$ cat src/mips_pkg.sv
// Shared encodings and widths for the MIPS-subset pipeline
// Opcode and funct values follow the MIPS32 encoding
// Codes outside these enums are treated as illegal by decode
// No branch, jump, multiply or byte access encodings are defined

package mips_pkg;

	// ------------------------------
	// Widths
	// ------------------------------
	localparam int XLEN       = 32;
	localparam int REG_ADDR_W = 5;

	// ------------------------------
	// Primary opcodes, inst[31:26]
	// ------------------------------
	typedef enum logic [5:0]
	{
		OP_R     = 6'b000000,
		OP_ADDI  = 6'b001000,
		OP_ADDIU = 6'b001001,
		OP_SLTI  = 6'b001010,
		OP_ANDI  = 6'b001100,
		OP_ORI   = 6'b001101,
		OP_XORI  = 6'b001110,
		OP_LUI   = 6'b001111,
		OP_LW    = 6'b100011,
		OP_SW    = 6'b101011
	} opcode_e;

	// ------------------------------
	// R-type functions, inst[5:0]
	// ------------------------------
	typedef enum logic [5:0]
	{
		FN_ADDU = 6'b100001,
		FN_SUBU = 6'b100011,
		FN_AND  = 6'b100100,
		FN_OR   = 6'b100101,
		FN_SLT  = 6'b101010
	} funct_e;

	// ------------------------------
	// ALU operations
	// ------------------------------
	typedef enum logic [2:0]
	{
		ALU_ADD = 3'd0,
		ALU_SUB = 3'd1,
		ALU_AND = 3'd2,
		ALU_OR  = 3'd3,
		ALU_XOR = 3'd4,
		ALU_SLT = 3'd5,
		ALU_LUI = 3'd6
	} alu_op_e;

endpackage
$ cat src/mips_core.sv
// Top level of the MIPS-subset pipeline
// Instruction input is valid/ready, retire port has no ready
// Retire port doubles as the register file write port
// DMEM_WORDS is a power of two and passed to the memory stage

`timescale 1ns/1ps

module mips_core
	import mips_pkg::*;
#(
	parameter int DMEM_WORDS = 64
)
(
	input  logic                  clk,
	input  logic                  rst,
	input  logic                  inst_valid,
	input  logic [XLEN-1:0]       inst,
	output logic                  inst_ready,
	output logic                  retire_valid,
	output logic [REG_ADDR_W-1:0] retire_reg,
	output logic [XLEN-1:0]       retire_data,
	output logic                  illegal
);

	// ------------------------------
	// Register file read port
	// ------------------------------
	logic [REG_ADDR_W-1:0] rf_rs_addr;
	logic [REG_ADDR_W-1:0] rf_rt_addr;
	logic [XLEN-1:0]       rf_rs_data;
	logic [XLEN-1:0]       rf_rt_data;

	// ------------------------------
	// Decode to execute
	// ------------------------------
	logic                  ex_valid;
	alu_op_e               ex_alu_op;
	logic                  ex_use_imm;
	logic [XLEN-1:0]       ex_imm;
	logic [REG_ADDR_W-1:0] ex_rs;
	logic [REG_ADDR_W-1:0] ex_rt;
	logic [XLEN-1:0]       ex_rs_data;
	logic [XLEN-1:0]       ex_rt_data;
	logic [REG_ADDR_W-1:0] ex_dest;
	logic                  ex_reg_write;
	logic                  ex_mem_read;
	logic                  ex_mem_write;
	logic                  ex_illegal;

	// ------------------------------
	// Execute to memory
	// ------------------------------
	logic                  mem_valid;
	logic [XLEN-1:0]       mem_result;
	logic [XLEN-1:0]       mem_store_data;
	logic [REG_ADDR_W-1:0] mem_dest;
	logic                  mem_reg_write;
	logic                  mem_mem_read;
	logic                  mem_mem_write;
	logic                  mem_illegal;

	regfile i_regfile (
		.clk     (clk),
		.rst     (rst),
		.rs_addr (rf_rs_addr),
		.rt_addr (rf_rt_addr),
		.rs_data (rf_rs_data),
		.rt_data (rf_rt_data),
		.wr_en   (retire_valid),
		.wr_addr (retire_reg),
		.wr_data (retire_data)
	);

	decode_stage i_decode (
		.clk          (clk),
		.rst          (rst),
		.inst_valid   (inst_valid),
		.inst         (inst),
		.inst_ready   (inst_ready),
		.rf_rs_addr   (rf_rs_addr),
		.rf_rt_addr   (rf_rt_addr),
		.rf_rs_data   (rf_rs_data),
		.rf_rt_data   (rf_rt_data),
		.ex_valid     (ex_valid),
		.ex_alu_op    (ex_alu_op),
		.ex_use_imm   (ex_use_imm),
		.ex_imm       (ex_imm),
		.ex_rs        (ex_rs),
		.ex_rt        (ex_rt),
		.ex_rs_data   (ex_rs_data),
		.ex_rt_data   (ex_rt_data),
		.ex_dest      (ex_dest),
		.ex_reg_write (ex_reg_write),
		.ex_mem_read  (ex_mem_read),
		.ex_mem_write (ex_mem_write),
		.ex_illegal   (ex_illegal)
	);

	// Writeback forwarding taps the retire port
	execute_stage i_execute (
		.clk            (clk),
		.rst            (rst),
		.ex_valid       (ex_valid),
		.ex_alu_op      (ex_alu_op),
		.ex_use_imm     (ex_use_imm),
		.ex_imm         (ex_imm),
		.ex_rs          (ex_rs),
		.ex_rt          (ex_rt),
		.ex_rs_data     (ex_rs_data),
		.ex_rt_data     (ex_rt_data),
		.ex_dest        (ex_dest),
		.ex_reg_write   (ex_reg_write),
		.ex_mem_read    (ex_mem_read),
		.ex_mem_write   (ex_mem_write),
		.ex_illegal     (ex_illegal),
		.wb_reg_write   (retire_valid),
		.wb_dest        (retire_reg),
		.wb_data        (retire_data),
		.mem_valid      (mem_valid),
		.mem_result     (mem_result),
		.mem_store_data (mem_store_data),
		.mem_dest       (mem_dest),
		.mem_reg_write  (mem_reg_write),
		.mem_mem_read   (mem_mem_read),
		.mem_mem_write  (mem_mem_write),
		.mem_illegal    (mem_illegal)
	);

	memory_stage #(
		.DMEM_WORDS (DMEM_WORDS)
	) i_memory (
		.clk            (clk),
		.rst            (rst),
		.mem_valid      (mem_valid),
		.mem_result     (mem_result),
		.mem_store_data (mem_store_data),
		.mem_dest       (mem_dest),
		.mem_reg_write  (mem_reg_write),
		.mem_mem_read   (mem_mem_read),
		.mem_mem_write  (mem_mem_write),
		.mem_illegal    (mem_illegal),
		.retire_valid   (retire_valid),
		.retire_reg     (retire_reg),
		.retire_data    (retire_data),
		.illegal        (illegal)
	);

endmodule

$ cat src/memory_stage.sv
// Memory stage: word-addressed data memory and the writeback register
// DMEM_WORDS must be a power of two, at least 2
// Address bits [1:0] are ignored and upper bits wrap modulo the depth
// Loads read combinationally, stores write at the clock edge

`timescale 1ns/1ps

module memory_stage
	import mips_pkg::*;
#(
	parameter int DMEM_WORDS = 64
)
(
	input  logic                  clk,
	input  logic                  rst,
	input  logic                  mem_valid,
	input  logic [XLEN-1:0]       mem_result,
	input  logic [XLEN-1:0]       mem_store_data,
	input  logic [REG_ADDR_W-1:0] mem_dest,
	input  logic                  mem_reg_write,
	input  logic                  mem_mem_read,
	input  logic                  mem_mem_write,
	input  logic                  mem_illegal,
	output logic                  retire_valid,
	output logic [REG_ADDR_W-1:0] retire_reg,
	output logic [XLEN-1:0]       retire_data,
	output logic                  illegal
);

	localparam int IDX_W = $clog2(DMEM_WORDS);

	logic [XLEN-1:0]  dmem [0:DMEM_WORDS-1];
	logic [IDX_W-1:0] word_idx;
	logic [XLEN-1:0]  wb_value;

	assign word_idx = mem_result[IDX_W+1:2];
	assign wb_value = mem_mem_read ? dmem[word_idx] : mem_result;

	// Data memory and writeback control
	always_ff @(posedge clk)
	begin
		if (rst)
		begin
			for (int i = 0; i < DMEM_WORDS; i++)
				dmem[i] <= '0;
			retire_valid <= 1'b0;
			illegal      <= 1'b0;
		end
		else
		begin
			if (mem_valid && mem_mem_write)
				dmem[word_idx] <= mem_store_data;
			// Writes to r0 never retire
			retire_valid <= mem_valid && mem_reg_write && (mem_dest != '0);
			illegal      <= mem_valid && mem_illegal;
		end
	end

	always_ff @(posedge clk)
	begin
		retire_reg  <= mem_dest;
		retire_data <= wb_value;
	end

endmodule

$ cat src/execute_stage.sv
// Execute stage: operand forwarding, ALU and the execute/memory register
// Forward priority is execute/memory register, then writeback, then decode
// No overflow detection, ADD and SUB wrap
// SLT compares signed

`timescale 1ns/1ps

module execute_stage
	import mips_pkg::*;
(
	input  logic                  clk,
	input  logic                  rst,
	input  logic                  ex_valid,
	input  alu_op_e               ex_alu_op,
	input  logic                  ex_use_imm,
	input  logic [XLEN-1:0]       ex_imm,
	input  logic [REG_ADDR_W-1:0] ex_rs,
	input  logic [REG_ADDR_W-1:0] ex_rt,
	input  logic [XLEN-1:0]       ex_rs_data,
	input  logic [XLEN-1:0]       ex_rt_data,
	input  logic [REG_ADDR_W-1:0] ex_dest,
	input  logic                  ex_reg_write,
	input  logic                  ex_mem_read,
	input  logic                  ex_mem_write,
	input  logic                  ex_illegal,
	input  logic                  wb_reg_write,
	input  logic [REG_ADDR_W-1:0] wb_dest,
	input  logic [XLEN-1:0]       wb_data,
	output logic                  mem_valid,
	output logic [XLEN-1:0]       mem_result,
	output logic [XLEN-1:0]       mem_store_data,
	output logic [REG_ADDR_W-1:0] mem_dest,
	output logic                  mem_reg_write,
	output logic                  mem_mem_read,
	output logic                  mem_mem_write,
	output logic                  mem_illegal
);

	logic [XLEN-1:0] rs_val;
	logic [XLEN-1:0] rt_val;
	logic [XLEN-1:0] op_b;
	logic [XLEN-1:0] alu_result;

	// r0 is never forwarded
	function automatic logic [XLEN-1:0] forward(
		input logic [REG_ADDR_W-1:0] src,
		input logic [XLEN-1:0]       dec_val
	);
		if (src == '0)
			return dec_val;
		if (mem_reg_write && (mem_dest == src))
			return mem_result;
		if (wb_reg_write && (wb_dest == src))
			return wb_data;
		return dec_val;
	endfunction

	// ------------------------------
	// Operands
	// ------------------------------
	always_comb
	begin
		rs_val = forward(ex_rs, ex_rs_data);
		rt_val = forward(ex_rt, ex_rt_data);
	end

	assign op_b = ex_use_imm ? ex_imm : rt_val;

	// ------------------------------
	// ALU
	// ------------------------------
	always_comb
	begin
		case (ex_alu_op)
			ALU_ADD: alu_result = rs_val + op_b;
			ALU_SUB: alu_result = rs_val - op_b;
			ALU_AND: alu_result = rs_val & op_b;
			ALU_OR:  alu_result = rs_val | op_b;
			ALU_XOR: alu_result = rs_val ^ op_b;
			ALU_SLT: alu_result = {{(XLEN-1){1'b0}}, $signed(rs_val) < $signed(op_b)};
			ALU_LUI: alu_result = {op_b[15:0], 16'h0000};
			default: alu_result = '0;
		endcase
	end

	// ------------------------------
	// Execute/memory register
	// ------------------------------
	always_ff @(posedge clk)
	begin
		if (rst)
		begin
			mem_valid     <= 1'b0;
			mem_reg_write <= 1'b0;
			mem_mem_read  <= 1'b0;
			mem_mem_write <= 1'b0;
			mem_illegal   <= 1'b0;
		end
		else
		begin
			mem_valid     <= ex_valid;
			mem_reg_write <= ex_valid && ex_reg_write;
			mem_mem_read  <= ex_valid && ex_mem_read;
			mem_mem_write <= ex_valid && ex_mem_write;
			mem_illegal   <= ex_valid && ex_illegal;
		end
	end

	always_ff @(posedge clk)
	begin
		mem_result     <= alu_result;
		mem_store_data <= rt_val;
		mem_dest       <= ex_dest;
	end

endmodule

$ cat src/decode_stage.sv
// Decode stage: field split, control decode, immediate and load-use stall
// inst is decoded combinationally and registered at the accepting edge
// A cycle with no accepted instruction loads a bubble into execute
// The load-use check compares rt whatever the format (conservative)

`timescale 1ns/1ps

module decode_stage
	import mips_pkg::*;
(
	input  logic                  clk,
	input  logic                  rst,
	input  logic                  inst_valid,
	input  logic [XLEN-1:0]       inst,
	output logic                  inst_ready,
	output logic [REG_ADDR_W-1:0] rf_rs_addr,
	output logic [REG_ADDR_W-1:0] rf_rt_addr,
	input  logic [XLEN-1:0]       rf_rs_data,
	input  logic [XLEN-1:0]       rf_rt_data,
	output logic                  ex_valid,
	output alu_op_e               ex_alu_op,
	output logic                  ex_use_imm,
	output logic [XLEN-1:0]       ex_imm,
	output logic [REG_ADDR_W-1:0] ex_rs,
	output logic [REG_ADDR_W-1:0] ex_rt,
	output logic [XLEN-1:0]       ex_rs_data,
	output logic [XLEN-1:0]       ex_rt_data,
	output logic [REG_ADDR_W-1:0] ex_dest,
	output logic                  ex_reg_write,
	output logic                  ex_mem_read,
	output logic                  ex_mem_write,
	output logic                  ex_illegal
);

	opcode_e               opcode;
	funct_e                funct;
	logic [REG_ADDR_W-1:0] rs;
	logic [REG_ADDR_W-1:0] rt;
	logic [REG_ADDR_W-1:0] rd;
	logic [15:0]           imm16;

	alu_op_e               dec_alu_op;
	logic                  dec_use_imm;
	logic                  dec_zext;
	logic                  dec_rd_dest;
	logic                  dec_reg_write;
	logic                  dec_mem_read;
	logic                  dec_mem_write;
	logic                  dec_illegal;
	logic [XLEN-1:0]       dec_imm;
	logic                  load_use;
	logic                  accept;

	// ------------------------------
	// Field split
	// ------------------------------
	assign opcode = opcode_e'(inst[31:26]);
	assign funct  = funct_e'(inst[5:0]);
	assign rs     = inst[25:21];
	assign rt     = inst[20:16];
	assign rd     = inst[15:11];
	assign imm16  = inst[15:0];

	assign rf_rs_addr = rs;
	assign rf_rt_addr = rt;

	// ------------------------------
	// Control decode
	// ------------------------------
	always_comb
	begin
		dec_alu_op    = ALU_ADD;
		dec_use_imm   = 1'b1;
		dec_zext      = 1'b0;
		dec_rd_dest   = 1'b0;
		dec_reg_write = 1'b1;
		dec_mem_read  = 1'b0;
		dec_mem_write = 1'b0;
		dec_illegal   = 1'b0;
		case (opcode)
			OP_R:
			begin
				dec_use_imm = 1'b0;
				dec_rd_dest = 1'b1;
				case (funct)
					FN_ADDU: dec_alu_op = ALU_ADD;
					FN_SUBU: dec_alu_op = ALU_SUB;
					FN_AND:  dec_alu_op = ALU_AND;
					FN_OR:   dec_alu_op = ALU_OR;
					FN_SLT:  dec_alu_op = ALU_SLT;
					default: dec_illegal = 1'b1;
				endcase
			end
			OP_ADDI, OP_ADDIU: dec_alu_op = ALU_ADD;
			OP_SLTI:           dec_alu_op = ALU_SLT;
			OP_ANDI:
			begin
				dec_alu_op = ALU_AND;
				dec_zext   = 1'b1;
			end
			OP_ORI:
			begin
				dec_alu_op = ALU_OR;
				dec_zext   = 1'b1;
			end
			OP_XORI:
			begin
				dec_alu_op = ALU_XOR;
				dec_zext   = 1'b1;
			end
			// ALU moves the zero-extended imm to the upper half
			OP_LUI:
			begin
				dec_alu_op = ALU_LUI;
				dec_zext   = 1'b1;
			end
			OP_LW: dec_mem_read = 1'b1;
			OP_SW:
			begin
				dec_mem_write = 1'b1;
				dec_reg_write = 1'b0;
			end
			default: dec_illegal = 1'b1;
		endcase

		// Illegal codes carry no controls at all
		if (dec_illegal)
		begin
			dec_alu_op    = ALU_ADD;
			dec_reg_write = 1'b0;
			dec_mem_read  = 1'b0;
			dec_mem_write = 1'b0;
		end
	end

	assign dec_imm = dec_zext ? {16'h0000, imm16} : {{16{imm16[15]}}, imm16};

	// ------------------------------
	// Load-use stall
	// ------------------------------
	assign load_use   = ex_valid && ex_mem_read && (ex_dest != '0) &&
	                    ((ex_dest == rs) || (ex_dest == rt));
	assign inst_ready = !load_use;
	assign accept     = inst_valid && inst_ready;

	// ------------------------------
	// Decode/execute register
	// ------------------------------
	always_ff @(posedge clk)
	begin
		if (rst)
		begin
			ex_valid     <= 1'b0;
			ex_reg_write <= 1'b0;
			ex_mem_read  <= 1'b0;
			ex_mem_write <= 1'b0;
			ex_illegal   <= 1'b0;
		end
		else
		begin
			// Bubble when nothing is accepted
			ex_valid     <= accept;
			ex_reg_write <= accept && dec_reg_write;
			ex_mem_read  <= accept && dec_mem_read;
			ex_mem_write <= accept && dec_mem_write;
			ex_illegal   <= accept && dec_illegal;
		end
	end

	always_ff @(posedge clk)
	begin
		ex_alu_op  <= dec_alu_op;
		ex_use_imm <= dec_use_imm;
		ex_imm     <= dec_imm;
		ex_rs      <= rs;
		ex_rt      <= rt;
		ex_rs_data <= rf_rs_data;
		ex_rt_data <= rf_rt_data;
		ex_dest    <= dec_rd_dest ? rd : rt;
	end

endmodule

$ cat src/regfile.sv
// 32 x XLEN register file, two read ports and one write port
// Register 0 is hardwired to zero, writes to it are ignored
// A write is visible on a read port in the same cycle (bypass)
// Synchronous reset clears every register

`timescale 1ns/1ps

module regfile
	import mips_pkg::*;
(
	input  logic                  clk,
	input  logic                  rst,
	input  logic [REG_ADDR_W-1:0] rs_addr,
	input  logic [REG_ADDR_W-1:0] rt_addr,
	output logic [XLEN-1:0]       rs_data,
	output logic [XLEN-1:0]       rt_data,
	input  logic                  wr_en,
	input  logic [REG_ADDR_W-1:0] wr_addr,
	input  logic [XLEN-1:0]       wr_data
);

	logic [XLEN-1:0] regs [1:31];

	// Zero for r0, then pending write, then stored value
	function automatic logic [XLEN-1:0] read_port(input logic [REG_ADDR_W-1:0] addr);
		if (addr == '0)
			return '0;
		if (wr_en && (wr_addr == addr))
			return wr_data;
		return regs[addr];
	endfunction

	always_comb
	begin
		rs_data = read_port(rs_addr);
		rt_data = read_port(rt_addr);
	end

	always_ff @(posedge clk)
	begin
		if (rst)
		begin
			for (int i = 1; i < 32; i++)
				regs[i] <= '0;
		end
		else if (wr_en && (wr_addr != '0))
		begin
			regs[wr_addr] <= wr_data;
		end
	end

endmodule

$ cat config.mk
export PLATFORM = sky130hd
export DESIGN_NAME = mips_core
export DESIGN_NICKNAME = d
export VERILOG_FILES = /design/src/mips_pkg.sv /design/src/mips_core.sv /design/src/memory_stage.sv /design/src/execute_stage.sv /design/src/decode_stage.sv /design/src/regfile.sv
export SDC_FILE = /design/constraint.sdc
export NUM_CORES = 2
export LEC_CHECK = 0
export ABC_AREA = 0
export BUFFER_PORTS_ARGS = -buffer_cell sky130_fd_sc_hd__buf_2
export CAP_MARGIN = 20
export CORE_UTILIZATION = 55
export CTS_BUF_LIST = sky130_fd_sc_hd__clkbuf_8
export DETAILED_ROUTE_END_ITERATION = 10
export MAX_ROUTING_LAYER = met4
export PLACE_DENSITY = 0.73
export SETUP_SLACK_MARGIN = 0.2
export SKIP_CTS_REPAIR_TIMING = 1
export SLEW_MARGIN = 20
export SYNTH_ARGS = -nofsm -noshare
export SYNTH_HDL_FRONTEND = slang
export SYNTH_SLANG_ARGS = --single-unit
$ cat constraint.sdc
create_clock -name clk -period 4.7 [get_ports clk]
set_clock_uncertainty 0.05 [all_clocks]
set_input_delay 0.47 -clock clk [delete_from_list [all_inputs] [get_ports clk]]
set_output_delay 0.47 -clock clk [all_outputs]
set_load 0.01 [all_outputs]
### After elaboration in Yosys (flattened, before gate mapping)

Memory sizes are Yosys's and may differ from the RTL's. A register that Yosys moved wholly into a read port is not among the register bits.
Index checks and enable logic that the tools add are counted.

* bits in latches: 0
* memories kept: 2
* bits of input ports: 35
* register bits: 218
* ROM bits: 0
* RAM bits: 3040

* div/mod/pow operators: 0
* muxes and demuxes: 69
* $mul: 0
* shifts and indexed selects: 0
* eq/ne operators: 28
* bitwise operators: 3
* add/subtract/negate cells: 2
* reductions and logical operators: 38
* magnitude comparators: 1

Memory list
* i_memory.dmem: depth 64, bits a word 32, read ports 1, clocked after memory_dff 1, wr ports 64, line memory_stage.sv:32 `logic [XLEN-1:0] dmem [0:DMEM_WORDS-1];`
* i_regfile.regs: depth 31, bits a word 32, read ports 2, clocked after memory_dff 0, wr ports 31, line regfile.sv:22 `logic [XLEN-1:0] regs [1:31];`

Operators by type and width (number)
* $mux W32: 24
* $pmux W32 S7: 1
* $reduce_or A32 Y1: 2
* $eq A6 B4 Y1 const B: 7
* $eq A6 B6 Y1 const B: 7
* $eq A5 B5 Y1: 8
* $mux W1: 38
* $add A32 B32 Y32: 1
* $and A32 B32 Y32: 1
* $lt A32 B32 Y1: 1
* $or A32 B32 Y32: 1
* $sub A32 B32 Y32: 1
* $xor A32 B32 Y32: 1
* $logic_and A1 B1 Y1: 22
* $logic_not A5 Y1: 4
* $pmux W3 S6: 1
* $reduce_bool A5 Y1: 3
* $pmux W3 S4: 1
* $mux W5: 2
* $eq A3 B3 Y1 const B: 3
* $reduce_or A9 Y1: 1
* $eq A3 B2 Y1 const B: 2
* $logic_not A6 Y1: 1
* $mux W6: 1
* other kinds (7): 7

### Logic depth before layout (Yosys ltp)

* word-level depth: 12
* depth in mapped cells: 21
* mapped depth without buffers: 19

### By module

A second synthesis with hierarchy kept.

* cells, all modules: 11982
* area total of the unflattened synthesis: 161192.1 µm²

By module, submodules not included
* memory_stage: cells an instance 6815, instances 1, area an instance 94785.9 µm²
* regfile: cells an instance 3740, instances 1, area an instance 54802.6 µm²
* execute_stage: cells an instance 1229, instances 1, area an instance 8832.2 µm²
* decode_stage: cells an instance 198, instances 1, area an instance 2771.4 µm²

### Worst setup path before layout

No wires, ideal clock.

* kind: reg2reg
* start: register i_memory.retire_reg[1]
* end: register i_execute.mem_result[25]
* required time: 4.533 ns
* clock period less this slack: 4.745 ns
* path slack: -0.045 ns
* path buffers: 2
* data arrival time: 4.578 ns
* stages on the path, launching flop included: 20
* cell sequence: dfxtp_1 buf_2 xor2_1 nor4_1 nand2_1 a21oi_2 buf_2 o22ai_1 o21ai_0 inv_1 ha_1 nor2b_1 o21ai_2 a211oi_2 or3_4 a2111oi_4 nor3_2 o311a_1 or3_1 a22o_1

* cells in the longest elaborated chain, start to end: 11
* elaborated cells between the ends (all ways): 25
* those cells by class: add/sub (2); eq/ne (2); mux (16); bitwise (3); reduce/logical (2)

Ends and longest elaborated chain
* start, declared: line memory_stage.sv:25 `output logic [REG_ADDR_W-1:0] retire_reg,`
* start signal, assigned: line memory_stage.sv:61 `retire_reg <= mem_dest;`
* $eq A5 B5 Y1: line execute_stage.sv:53 `if (wb_reg_write && (wb_dest == src))`
* $logic_and A1 B1 Y1: line execute_stage.sv:53
* $mux W1 (2 in a row): line execute_stage.sv:53
* $mux W1: line execute_stage.sv:51 `if (mem_reg_write && (mem_dest == src))`
* $mux W32: line execute_stage.sv:55 `return dec_val;`
* $mux W32: line execute_stage.sv:53
* $mux W32: line execute_stage.sv:51
* $mux W32: line execute_stage.sv:67 `assign op_b = ex_use_imm ? ex_imm : rt_val;`
* $sub A32 B32 Y32, or another cell as far along: line execute_stage.sv:76 `ALU_SUB: alu_result = rs_val - op_b;`
* $pmux W32 S7 (*): line execute_stage.sv:74 `case (ex_alu_op)`
* via i_execute.alu_result[25]: line execute_stage.sv:42 `logic [XLEN-1:0] alu_result;`
* end signal, assigned: line execute_stage.sv:111 `mem_result <= alu_result;`
* end, declared: line execute_stage.sv:30 `output logic [XLEN-1:0] mem_result,`

Mark *: on every way through the listed nets, which the timed path passes. The rest lies on a longest branch. The select of a mux whose other input is x is not followed.
A chain may end at the register's enable or synchronous reset.

### Worst setup path in the final report

* start: register i_decode.ex_rt[1]
* end: register i_execute.mem_result[25]

* cells in the longest elaborated chain, start to end: 11
* elaborated cells between the ends (all ways): 23
* those cells by class: add/sub (2); eq/ne (2); mux (13); bitwise (3); reduce/logical (3)

Ends and longest elaborated chain
* start, declared: line decode_stage.sv:25 `output logic [REG_ADDR_W-1:0] ex_rt,`
* start signal, assigned: line decode_stage.sv:176 `ex_rt <= rt;`
* $eq A5 B5 Y1: line execute_stage.sv:53
* $logic_and A1 B1 Y1: line execute_stage.sv:53
* $mux W1 (2 in a row): line execute_stage.sv:53
* $mux W1: line execute_stage.sv:51
* $mux W32: line execute_stage.sv:55
* $mux W32: line execute_stage.sv:53
* $mux W32 (*): line execute_stage.sv:51
* $mux W32 (*): line execute_stage.sv:67
* $sub A32 B32 Y32, or another cell as far along: line execute_stage.sv:76
* $pmux W32 S7 (*): line execute_stage.sv:74
* via i_execute.alu_result[25]: line execute_stage.sv:42

Marks and branches as above.

==> results.py <==
metrics = {
    "status": {
        "status": "finished, violations left",
        "violations": "negative hold slack, negative setup slack",
    },
    "routing": {
        "antenna_left": 0,
        "wire_per_inst_um": 35.2,
        "drc": 0,
        "drt_iter0_drc": 17821,
        "wirelength_um": 558000,
        "drtPass1Iterations": 8,
        "vias": 106707,
        "vias_per_cell": 6.74,
    },
    "synthesis": {
        "syn_area_sq_mm": 0.156,
        "seq_area_frac_synth_pct": 62.0,
        "synth_seq_cells": 3290,
        "synth.distinct_cells": 97,
        "synth_top_area_share_pct": 59.2,
        "synthTopCellsByCount": "edfxtp_1 (3072), and2_1 (3020), clkbuf_1 (897)",
        "synth-async-reset-ratio_pct": 0,
        "syn_inst": 11193,
        "yosysTopAreaCell": "edfxtp_1",
        "yosysMostFrequentCell": "edfxtp_1",
        "synth.avg_cell_area_sq_um": 13.9,
        "dominantRegCellSynth": "edfxtp_1",
        "synth_edf_count": 3072,
        "yosys_warnings": 0,
        "synthTopCellsByArea": "edfxtp_1 (59%), and2_1 (12%), mux4_2 (9.3%)",
    },
    "setup_path": {
        "arrival_ps": 5640,
        "reg2reg_slack_ps": -20,
        "path_class": "flop to flop",
        "critical_path.top_delay_family": "compound AO/OA/AOI/OAI gates",
        "slowest_delay_ps": 400,
        "rr_endpoint": "i_execute.mem_result[25]",
        "required_ps": 5620,
        "cp_slowest_cell": "or3_4",
        "path_cells": "xnor2_1 > nand4_1 > o211ai_1 > buf_4 > clkbuf_16 > o22a_1 > o22ai_4 > o21ai_2 > inv_2 > ha_4 > nor2b_4 > o21ai_4 > a211oi_4 > or3_4 > a2111oi_4 > buf_6 > nor3_4 > o311a_1 > or3_1 > a22o_1",
        "crit_fanout": 8,
        "cp-end-kind": "flop",
        "r2r_start": "i_decode.ex_rt[1]",
        "rr_worst_depth": 20,
        "cp-startpoint": "i_decode.ex_rt[1]",
        "critPathBufInv": 4,
        "startpoint_type": "flop",
    },
    "placed_design": {
        "port_buffers": 74,
        "place.gp.congestion": 1.01,
        "placedCellCount": 14756,
        "dp_hpwl_um": 347000,
        "post_dp_cell_area_sq_mm": 0.165,
    },
    "pwr": {
        "total_leakage_power_nw": 64.7,
        "p_int_mw": 49.8,
        "p_seq_share_pct": 46.5,
        "power_density_mw_per_mm2": 423,
        "p_clk_share_pct": 31.9,
        "pwr-share-comb_pct": 21.6,
        "switching_power_mw": 24.9,
        "vdd_drop_max_mv": 0.318,
        "netSwitchingFraction_pct": 33.4,
    },
    "layout": {
        "fillers": 20425,
        "post-route-util_pct": 63.0,
        "top_regs": "i_memory.dmem (2048), i_regfile.regs (1024)",
        "final_cells": 15824,
        "syn2layout_area_growth_pct": 13.5,
        "largest_reg_flops": 2048,
        "largest-register": "i_memory.dmem",
        "design_area_sq_mm": 0.177,
        "drive_gt1_share_pct": 22.9,
        "nets": 11817,
    },
    "sta": {
        "holdWs_ps": -44.5,
        "finalSetupTns_ps": -19.7,
        "finalCritPeriodShare_pct": 100,
        "fin_crit_ps": 4720,
        "slew_violations": 0,
        "max_freq_ghz": 0.212,
        "slew_headroom_pct": 9.80,
        "worst_slew_pin_slew_ps": 1340,
        "hold_viol": 2,
        "rsz0062_at_grt": "yes",
        "setup_viol": 1,
        "worst_slack_ps": -19.7,
    },
    "grt": {
        "grt_overflow": 0,
        "grt_max_degree": 95,
        "grt_pass1_vias": 103164,
        "grt_pass1_wl_um": 776000,
        "grt_usage_pct": 39.7,
        "antenna_found_initial": 46,
    },
    "floorplan": {
        "core.rowCount": 194,
        "initial_core_util_pct": 55.5,
        "pin_count": 75,
        "coreArea_sq_mm": 0.280,
        "die_x_um": 534,
        "die_area_sq_mm": 0.285,
        "fp.dieH_um": 534,
    },
    "clock_network": {
        "cts.sinks": 3290,
        "clockBufferDepth": 4,
        "clk_latency_ps": 1260,
        "cts_tree": "done",
        "cts_root_buf": "clkbuf_8",
        "cts_max_level": 6,
        "numCtsBuffers": 550,
        "clk_pin_slew_ps": 50,
    },
    "hold_path": {
        "hp-start": "inst[19]",
        "worst_hold_path.num_cells": 2,
        "hold_path.class": "primary input to flop",
        "worstHoldEndpoint": "i_decode.ex_rt[3]",
    },
    "run": {
        "drv_cap": 0,
    },
}
## per-stage QoR
stage / power (mW) / hold WS, ps / setup slack (ps)
global route: 76.0 / -26.9 / -226
finish: 74.7 / -44.5 / -19.7
detailed placement: 50.3 / 358 / -411
global placement: 50.2 / 355 / -371
CTS: 73.6 / -681 / -460
floorplan: 41.5 / 331 / 228
## worst max path at each step
stage	end	cells after the start
3_5_place_dp	i_execute.mem_result[25]	19
4_1_cts	i_execute.mem_result[25]	19
6_report	i_execute.mem_result[25]	20
5_1_grt	i_execute.mem_result[25]	20
3_3_place_gp	i_execute.mem_result[30]	20
2_1_floorplan	i_execute.mem_result[25]	18
## metal layers
metal	wire, um	vias to the layer above	global-route usage (%)	share of wire (%)
met5	0	-	-	0
met4	38400	0	22.6	6.9
met3	79500	1672	10.8	14
met2	248000	8515	57.7	44
met1	192000	53325	50.5	34
li1	-	43195	-	-
## power groups by stage
stage / sequential [mW] / combinational [mW] / clock, mW
6_report: 34.7 / 16.2 / 23.8
5_1_grt: 34.7 / 16.2 / 25.0
4_1_cts: 34.6 / 15.2 / 23.8
3_5_place_dp: 35.2 / 15.1 / 0
3_3_place_gp: 35.2 / 15.0 / 0
2_1_floorplan: 34.4 / 7.12 / 0
## layout by cell type, fill, tap and decap left out, types with 21 or more instances in the layout
cell	synthesis	layout
a31oi_1	176	175
a211oi_1	77	75
o211ai_1	30	30
nor4_1	43	31
buf_4	3	832
o21ai_0	117	108
xnor2_1	29	29
dfxtp_1	218	165
dlygate4sd3_1	0	45
mux4_2	642	642
clkinv_2	0	39
a22o_1	187	187
xor2_1	27	26
dfxtp_2	0	44
nor2_2	0	88
clkbuf_8	0	565
a221oi_1	193	190
and2_1	3020	3020
nor3_1	58	55
buf_12	0	93
ha_1	106	79
o22ai_1	52	41
nand4_1	112	112
mux2i_1	75	72
or2_2	100	98
buf_2	140	65
conb_1	1	32
diode_2	0	28
a22oi_1	660	660
edfxtp_1	3072	3072
nor2_4	0	21
nor2_1	309	200
o22a_1	70	62
clkinv_1	3	90
nand3_1	40	35
nand2_1	120	118
inv_1	100	293
a21oi_1	127	107
## cells by family (layout without fill, tap and decap cells)
group	count (synthesis)	in the layout	share of synthesized area (%)
compound gates	1843	1843	8.80
fa+ha+maj	108	108	0.877
buf+inv	1270	2118	3.19
other cells	1	60	0.00241
xor+xnor	56	56	0.315
mux	725	725	9.82
flops	3290	3290	62.0
simple gates	3900	3900	15.0
## final cells by class
| cell class | count | area (sq um) | area share, % |
|---|---|---|---|
| antenna | 28 | 70.1 | 0.0397 |
| clock buffer | 565 | 7780 | 4.40 |
| clock inverter | 385 | 2130 | 1.21 |
| inverter | 105 | 394 | 0.223 |
| multi-input combinational | 6664 | 55700 | 31.5 |
| sequential | 3290 | 96700 | 54.7 |
| tap | 3724 | 4660 | 2.64 |
| timing repair buffer | 1063 | 9280 | 5.25 |
Note: power is estimated with default switching activity, not from simulation.
